### src/tlbPkg.sv
// shared widths, field positions and encodings of the translation buffer, compiled first
package tlbPkg;

	// address and page geometry
	localparam int addrWidth = 48;
	localparam int pageShift = 12;
	localparam int pg16kShift = 14;
	localparam int pg64kShift = 16;
	localparam int vpnWidth = addrWidth - pageShift;
	localparam int regionLo = addrWidth - 4;

	// 4-way set associative store
	localparam int setBits = 6;
	localparam int setCount = 1 << setBits;
	localparam int wayCount = 4;
	localparam int epochWidth = 8;

	// request and response fields
	localparam int asidWidth = 16;
	localparam int lineWidth = 128;
	localparam int opmWidth = 16;
	localparam int seqWidth = 16;
	localparam int excWidth = 16;
	localparam int mmcrWidth = 64;
	localparam int opCodeWidth = 8;
	localparam int flagLo = 8;

	// LDTLB entry word, low bit of each field
	localparam int entValidBit = 0;
	localparam int entPpnLo = 12;
	localparam int entAsidLo = 48;
	localparam int entVaLo = 64;

	// control word bits
	localparam int mmcrEnableBit = 0;
	localparam int mmcrPg64kBit = 4;
	localparam int mmcrPg16kBit = 5;
	localparam int mmcrAsidLo = 48;

	// top address nibble of the untranslated regions
	localparam logic [3:0] regionPhys = 4'hC;
	localparam logic [3:0] regionPhysUncached = 4'hD;
	localparam logic [3:0] regionIo = 4'hF;

	// page a missed request is redirected to, offset comes from the request
	localparam logic [vpnWidth-1:0] faultPage = {regionPhys, 32'h0000_0010};

	localparam logic [3:0] flagMiss = 4'hF;
	localparam int flagUncachedBit = 11;
	localparam logic [excWidth-1:0] excTlbMiss = 16'hA001;

	// low byte of the operation word
	typedef enum logic [opCodeWidth-1:0] {
		opIdle = 8'h00,
		opLoad = 8'h21,
		opPrefetch = 8'h29,
		opStore = 8'h31,
		opLdtlb = 8'h41,
		opInvtlb = 8'h42
	} tlbOp;

	typedef enum logic [1:0] {pg4k, pg16k, pg64k} pageSize;

endpackage
### src/tlbWayMatch.sv
// combinational 4-way compare of the read set against the staged request
`timescale 1ns/1ps

module tlbWayMatch (
	input  logic [tlbPkg::addrWidth-1:0] stAddr,
	input  logic [tlbPkg::asidWidth-1:0] stAsid,
	input  tlbPkg::pageSize stPageSize,
	input  logic [tlbPkg::wayCount-1:0][tlbPkg::vpnWidth-1:0] wayVpn,
	input  logic [tlbPkg::wayCount-1:0][tlbPkg::vpnWidth-1:0] wayPpn,
	input  logic [tlbPkg::wayCount-1:0][tlbPkg::asidWidth-1:0] wayAsid,
	input  logic [tlbPkg::wayCount-1:0] wayLive,
	output logic hit,
	output logic [tlbPkg::addrWidth-1:0] physAddr
);

	logic [tlbPkg::vpnWidth-1:0] stVpn;
	logic [tlbPkg::wayCount-1:0] highEq;
	logic [tlbPkg::wayCount-1:0] midEq;
	logic [tlbPkg::wayCount-1:0] lowEq;
	logic [tlbPkg::wayCount-1:0] wayHit;
	logic [tlbPkg::vpnWidth-1:0] pickPpn;

	assign stVpn = stAddr[tlbPkg::addrWidth-1:tlbPkg::pageShift];

	// high part always compares, bits 15..14 and 13..12 depend on page size
	always_comb
	begin
		for (int w = 0; w < tlbPkg::wayCount; w++)
		begin
			highEq[w] = wayVpn[w][tlbPkg::vpnWidth-1:tlbPkg::pg64kShift-tlbPkg::pageShift] ==
				stVpn[tlbPkg::vpnWidth-1:tlbPkg::pg64kShift-tlbPkg::pageShift];
			midEq[w] = (stPageSize == tlbPkg::pg64k) ||
				(wayVpn[w][tlbPkg::pg64kShift-tlbPkg::pageShift-1:
					tlbPkg::pg16kShift-tlbPkg::pageShift] ==
				stVpn[tlbPkg::pg64kShift-tlbPkg::pageShift-1:
					tlbPkg::pg16kShift-tlbPkg::pageShift]);
			lowEq[w] = (stPageSize != tlbPkg::pg4k) ||
				(wayVpn[w][tlbPkg::pg16kShift-tlbPkg::pageShift-1:0] ==
				stVpn[tlbPkg::pg16kShift-tlbPkg::pageShift-1:0]);
			wayHit[w] = wayLive[w] && (wayAsid[w] == stAsid) &&
				highEq[w] && midEq[w] && lowEq[w];
		end
	end

	// lowest way wins, so scan from the top down
	always_comb
	begin
		hit = 1'b0;
		pickPpn = '0;
		for (int w = tlbPkg::wayCount - 1; w >= 0; w--)
		begin
			if (wayHit[w])
			begin
				hit = 1'b1;
				pickPpn = wayPpn[w];
			end
		end
	end

	always_comb
	begin
		physAddr = {pickPpn, stAddr[tlbPkg::pageShift-1:0]};
		// large pages keep the low virtual page bits
		if (stPageSize != tlbPkg::pg4k)
			physAddr[tlbPkg::pg16kShift-1:tlbPkg::pageShift] =
				stAddr[tlbPkg::pg16kShift-1:tlbPkg::pageShift];
		if (stPageSize == tlbPkg::pg64k)
			physAddr[tlbPkg::pg64kShift-1:tlbPkg::pg16kShift] =
				stAddr[tlbPkg::pg64kShift-1:tlbPkg::pg16kShift];
		if (physAddr[tlbPkg::regionLo +: 4] == 4'h0)
			physAddr[tlbPkg::regionLo +: 4] = tlbPkg::regionPhys;
	end

endmodule

### config.mk
export PLATFORM = sky130hd
export DESIGN_NAME = tlbWayMatch
export DESIGN_NICKNAME = d
export VERILOG_FILES = /design/src/tlbPkg.sv /design/src/tlbWayMatch.sv
export SDC_FILE = /design/constraint.sdc
export NUM_CORES = 1
export LEC_CHECK = 0
export BUFFER_PORTS_ARGS = -buffer_cell sky130_fd_sc_hd__buf_4
export CORE_AREA = 2 2 185 187
export DETAILED_ROUTE_END_ITERATION = 10
export DIE_AREA = 0 0 187 189
export SETUP_SLACK_MARGIN = 0.2
export SYNTH_ARGS = -nofsm -noshare
export SYNTH_HDL_FRONTEND = slang
export SYNTH_SLANG_ARGS = --single-unit
### constraint.sdc
create_clock -name vclk -period 8.4
set_clock_uncertainty 0.2 [all_clocks]
set_input_delay 0.84 -clock vclk [all_inputs]
set_output_delay 0.84 -clock vclk [all_outputs]
set_load 0.02 [all_outputs]
Word-level counts from Yosys, hierarchy flattened

Index checks and enable logic that the tools add are counted.

$add $sub $neg: 0
Multiply operators: 0
Equal/unequal tests: 17
Reduce and logical (&&, ||, !) cells: 26
Shift-type cells: 0
Magnitude comparators: 0
Bitwise gates (word level): 0
Muxes and demuxes: 11
Divide/modulo/power cells: 0

Operators by type and width:

| operator                                   | count |
|---|---|
| 36-bit two-way mux                         | 4 |
| 32-bit equality test                       | 4 |
| 16-bit equality test                       | 4 |
| 2-bit equality test                        | 8 |
| 1-bit logical AND                          | 16 |
| 1-bit logical OR                           | 8 |
| 4-bit zero test                            | 1 |
| 1-bit two-way mux                          | 4 |
| 2-bit two-way mux                          | 2 |
| 4-bit two-way mux                          | 1 |
| 2-bit equality test, second input constant | 1 |
| 2-bit nonzero test                         | 1 |

Flip-flop bits (word level): 0
Latch bits: 0
Memory bits (read-only): 0
Output and inout bits: 49
Input port bits: 422
Word-level logic and storage cells: 54
Bits in writable memories: 0
Memories kept: 0

Logic depth before layout (Yosys ltp)

Gate-level depths: netlist of run 1.

Depth after elaboration: 11
Depth in mapped cells: 11
Mapped depth without buffers: 8

Worst setup path after synthesis of run 1

Ideal clock, no wire load.

Path type: input port to output port
From: input port stAddr[42] in the netlist's numbering
To: output port physAddr[46] in the netlist's numbering
Path slack: 4051 ps
Data arrival time: 3309 ps
Path buffers: 1
Required time: 7360 ps
Stages: 9
Cells stage by stage: clkbuf_1 > xor2_1 > nor4_1 > nand4_1 > nor4_2 > a211oi_4 > a2111oi_1 > nor2_1 > o31ai_1

Cells in the longest elaborated chain, start to end: 10
Elaborated cells between the ends (all ways): 22
Those cells by class: eq/ne: 4; mux: 5; reduce/logical: 13

Ends and longest elaborated chain:

| what                             | RTL line          | RTL |
|---|---|---|
| start, declared                  | tlbWayMatch.sv:5  | `input logic [tlbPkg::addrWidth-1:0] stAddr,` |
| 32-bit equality test             | tlbWayMatch.sv:30 | `highEq[w] = wayVpn[w][tlbPkg::vpnWidth-1:tlbPkg::pg64kShift-tlbPkg::pageShift] ==` |
| 1-bit logical AND                | tlbWayMatch.sv:40 | `wayHit[w] = wayLive[w] && (wayAsid[w] == stAsid) &&` |
| 1-bit logical AND (2 in series)  | tlbWayMatch.sv:41 | `highEq[w] && midEq[w] && lowEq[w];` |
| 36-bit two-way mux (3 in series) | tlbWayMatch.sv:52 | `if (wayHit[w])` |
| 36-bit two-way mux *             | tlbWayMatch.sv:52 |  |
| 4-bit zero test                  | tlbWayMatch.sv:70 | `if (physAddr[tlbPkg::regionLo +: 4] == 4'h0)` |
| 4-bit two-way mux *              | tlbWayMatch.sv:70 |  |
| end, declared                    | tlbWayMatch.sv:13 | `output logic [tlbPkg::addrWidth-1:0] physAddr` |

Every way passes the cells marked *; elsewhere a longest branch is shown, timed or not.

Worst setup path after layout of run 1

From: input port stPageSize[0]
To: output port physAddr[37] in the netlist's numbering

Cells in the longest elaborated chain, start to end: 8
Elaborated cells between the ends (all ways): 22
Those cells by class: eq/ne: 1; mux: 4; reduce/logical: 17

Ends and longest elaborated chain:

| what                             | RTL line          | RTL |
|---|---|---|
| start, declared                  | tlbWayMatch.sv:7  | `input tlbPkg::pageSize stPageSize,` |
| 2-bit equality test              | tlbWayMatch.sv:32 | `midEq[w] = (stPageSize == tlbPkg::pg64k) \|\|` |
| 1-bit logical OR                 | tlbWayMatch.sv:32 |  |
| 1-bit logical AND (2 in series)  | tlbWayMatch.sv:41 |  |
| 36-bit two-way mux (3 in series) | tlbWayMatch.sv:52 |  |
| 36-bit two-way mux *             | tlbWayMatch.sv:52 |  |

Marked as above.

==> impl_metrics.json, run 1 <==
{
  "arrival_ns": 4.66,
  "antennaDiodeCount": 0,
  "highest_layer": "met5",
  "die_w_um": 187,
  "cp-start-kind": "input port",
  "postLayoutCoreUtil_pct": 23.39,
  "outcome": "finished clean",
  "hold_viol_final": 0,
  "path_max_fanout": 63,
  "placementRows": 67,
  "die_area_um2": 35340,
  "final-seq-area_um2": 0,
  "cp_slowest_stage_delay_ns": 0.92,
  "critPathRequiredTime_ns": 7.36,
  "relSlewSlack_pct": 28.23,
  "nets": 1386,
  "synth_cells": 553,
  "antenna_found_initial": 2,
  "postSynthAreaPerCell_um2": 7.385,
  "dp_cells": 1410,
  "wl_met1_um": 12380,
  "area_growth_pct": 90.59,
  "coreArea_um2": 33280,
  "ys_types": 61,
  "fin_crit_ns": 5.699,
  "yosysSeqAreaShare_pct": 0,
  "seq_cells": 0,
  "drtIter0Drc": 194,
  "overflow": 0,
  "syn_area_um2": 4084,
  "rsz0062_at_grt": "no",
  "met3_length_um": 1889,
  "viasPerCell": 4.284,
  "n_fill_cell": 3696,
  "netlist_top_cells_count": "xnor2_1, xor2_1, inv_1",
  "path_common_cell": "buf_4",
  "postCtsSetupBuffers": 0,
  "cap_violations": 0,
  "crit_chain": "buf_4 > nor2b_1 > a21oi_1 > nor3_1 > nand4_1 > nor2_4 > buf_4 > o21ai_1 > mux2_2 > buf_4",
  "gp_congestion": 0.9430,
  "p_per_area_nw_per_um2": 41.74,
  "first_global_vias": 6453,
  "dp_hpwl_um": 29740,
  "cts_resized": 0,
  "drive_above_1_share_pct": 55.20,
  "path_class": "in2out",
  "grt_max_degree": 64,
  "crit_path_end_kind": "output pin",
  "ant_nets": 0,
  "synth_area_leaders": "xnor2_1, xor2_1, a22oi_2, mux2_2, inv_1",
  "worst_pin_slew_ns": 1.073,
  "ctsHoldBuffers": 0,
  "synth_top_area_cell": "xnor2_1",
  "drc": 0,
  "final_cells": 1410,
  "synth_top_area_share_pct": 17.37,
  "grt_pass1_wl_um": 45250,
  "finalCritPeriodShare_pct": 67.84,
  "dr.pass1.iters": 5,
  "syn-num-nets": 975,
  "ios": 471,
  "fin_tns_setup_ns": 0,
  "ir_drop_v": 0.00002425,
  "hold_class": "in2out",
  "crit_slowest_cell": "nand4_1",
  "io_buffer_count": 447,
  "yosysMostFrequentCell": "xnor2_1",
  "slew_violations": 0,
  "initial_core_util_pct": 12.27,
  "drt-total-wl_um": 32820,
  "clockBufferCount": 0,
  "power.total_mw": 0.3249,
  "met2WireLength_um": 17270,
  "ys.warnings.count": 0,
  "whs_ns": 1.480,
  "setup_viol": 0,
  "grt_usage_pct": 17.62,
  "routedWlPerCell_um": 23.28,
  "multi_input_area_um2": 3652,
  "crit_buf_inv": 3,
  "num_vias": 6040,
  "die_y_um": 189,
  "critical_path.top_delay_family": "simple AND/OR/NAND/NOR gates",
  "power_leakage_nw": 3.481,
  "timing.fmax_mhz": 175.5
}
[cell usage in the layout (no fill, tap or decap), types with 5 or more instances in the layout]
cell / synthesis / routed
o22ai_1: 13 / 13
xor2_1: 61 / 61
nand2_1: 34 / 34
xnor2_1: 81 / 81
nor2b_1: 10 / 10
a21oi_1: 7 / 7
inv_1: 45 / 45
o2bb2ai_1: 9 / 9
nor3_1: 8 / 8
a22oi_2: 30 / 30
nand4_1: 18 / 18
nor2_1: 10 / 10
a22oi_1: 5 / 5
buf_4: 12 / 451
mux2_2: 28 / 28
o2111ai_1: 7 / 7
a221o_1: 7 / 7
o21ai_1: 30 / 30
nand2b_1: 20 / 20
nor4_1: 25 / 25
a2111oi_0: 6 / 6
[cell families (layout without fill, tap and decap cells)]
| family | count (synthesis) | count (layout) | synth area share [%] |
|---|---|---|---|
| mux | 30 | 30 | 8.211 |
| buf+inv | 91 | 500 | 10.72 |
| xor+xnor | 142 | 142 | 30.45 |
| compound gates | 143 | 143 | 29.78 |
| simple gates | 147 | 147 | 20.83 |
[where the power goes]
part           switching, mW  total (mW)  internal (mW)
combinational          0.142       0.325          0.183
clock                      0           0              0
sequential                 0           0              0
[worst paths after layout]
| path | startpoint | endpoint | slack, ns | cells past startpoint |
|---|---|---|---|---|
| min | stAddr[0] | physAddr[0] | 1.48 | 0 |
| max | stPageSize[0] | physAddr[37] | 2.70 | 10 |
[metal layers]
layer  up-vias  GRT usage [%]
met2       373          34.39
met1      2784          19.54
met3        59          2.391
met5         -              0
met4         4          5.586
li1       2820              -
[through the flow]
stage / worst slack (ns) / area [µm²]
floorplan: 4.051 / 4084
global route: 2.536 / 7784
detailed placement: 2.736 / 7784
global placement: 2.755 / 7784
finish: 2.701 / 7784
CTS: 2.730 / 7784
[cell type report]
type                            instances  area share (%)
Multi-Input combinational cell        462           46.92
Timing Repair Buffer                  451           43.50
Tap cell                              448           7.201
Inverter                               49           2.379
No activity file was read; power rests on OpenSTA's default activity.
==> run 2: changes to the inputs <==
Clock period 8.4 ns to 5.5 ns, I/O delays scaled along.
==> impl_metrics.json, run 2 (synthesized netlist as in run 1, its figures left out) <==
{
  "grt_max_degree": 40,
  "hold_viol_final": 0,
  "power.total_mw": 0.5025,
  "crit_chain": "buf_4 > nor2b_1 > a2111o_1 > nor4_1 > nand4_1 > nor2_4 > buf_12 > a221oi_2 > o31ai_2 > o31ai_1 > buf_4",
  "routedWlPerCell_um": 23.23,
  "gp_congestion": 0.9350,
  "postLayoutCoreUtil_pct": 23.75,
  "hold_class": "in2out",
  "crit_path_end_kind": "output pin",
  "path_class": "in2out",
  "outcome": "finished clean",
  "first_global_vias": 6449,
  "dr.pass1.iters": 5,
  "dp_hpwl_um": 30360,
  "postCtsSetupBuffers": 0,
  "seq_cells": 0,
  "drive_above_1_share_pct": 55.81,
  "initial_core_util_pct": 12.27,
  "post_dp_cell_area_um2": 7898,
  "p_per_area_nw_per_um2": 63.58,
  "critical_path.top_delay_family": "simple AND/OR/NAND/NOR gates",
  "die_y_um": 189,
  "drt-total-wl_um": 33050,
  "timing.fmax_mhz": 222.0,
  "grt_pass1_wl_um": 45040,
  "ir_drop_v": 0.00003932,
  "final-seq-area_um2": 0,
  "final_common_cell": "buf_4",
  "area_growth_pct": 93.50,
  "rsz0062_at_grt": "no",
  "fin_crit_ns": 4.505,
  "nets": 1397,
  "cap_violations": 0,
  "power_leakage_nw": 3.543,
  "num_vias": 6084,
  "fin_area_um2": 7903,
  "arrival_ns": 3.75,
  "overflow": 0,
  "worst_pin_slew_ns": 0.8076,
  "setup_viol": 0,
  "drtIter0Drc": 252,
  "cp_slowest_stage_delay_ns": 0.60,
  "path_common_cell": "buf_4",
  "finalCritPeriodShare_pct": 81.90,
  "critPathRequiredTime_ns": 4.75,
  "viasPerCell": 4.275,
  "antenna_found_initial": 4,
  "crit_buf_inv": 3,
  "ios": 471,
  "die_w_um": 187,
  "die_area_um2": 35340,
  "relSlewSlack_pct": 45.74,
  "ant_nets": 0,
  "crit_slowest_cell": "nor2_4",
  "cts_resized": 0,
  "grt_usage_pct": 17.69,
  "path_max_fanout": 39,
  "clockBufferCount": 0,
  "final_cell_mix": "buf_4, xnor2_1, xor2_1, inv_1, nand2_1",
  "cp-start-kind": "input port",
  "ctsHoldBuffers": 0,
  "placementRows": 67,
  "io_buffer_count": 447,
  "drc": 0,
  "coreArea_um2": 33280,
  "fin_tns_setup_ns": 0,
  "slew_violations": 0
}
==> run 2: changes by cell type in the layout (fill, tap and decap cells not counted), sizes merged <==
cell / previous run / this run
buf: 451 / 462
diode: 0 / 2
==> run 2: where the power goes <==
group          leakage, nW     total, mW  switching, mW  internal [mW]
Combinational         3.54         0.502          0.222          0.281
Sequential               0             0              0              0
Clock            0.0000127  0.0000000489              0   0.0000000489
Total                 3.54         0.502          0.222          0.281
==> run 2: final timing paths <==
kind,start,end,depth (start not counted)
worst max-delay path,stAddr[27],physAddr[46],11
worst min-delay path,stAddr[7],physAddr[7],0
==> run 2: cell type report <==
cell class | count | area [µm²]
inverters | 49 | 185.2
diodes | 2 | 5.005
multi-input cells | 462 | 3659
fillers | 3711 | 25380
repair buffers | 462 | 3493
well taps | 448 | 560.5
==> run 2: routing by layer <==
| metal | wire [µm] | track usage, % | vias to the layer above |
|---|---|---|---|
| li1 | - | - | 2846 |
| met1 | 11870 | 18.58 | 2810 |
| met2 | 17680 | 34.84 | 375 |
| met3 | 2257 | 3.318 | 49 |
| met4 | 1233 | 6.227 | 4 |
| met5 | 17 | 0 | - |
==> run 2: per-stage QoR <==
step,hold WS (ns),instances,worst slack [ns]
after floorplan,1.013,553,1.731
after global placement,0.9001,1421,0.6516
after detailed placement,0.9001,1421,0.6649
after CTS,0.9001,1421,0.6590
after global routing,0.9000,1423,0.7192
final,0.9000,1423,0.9953
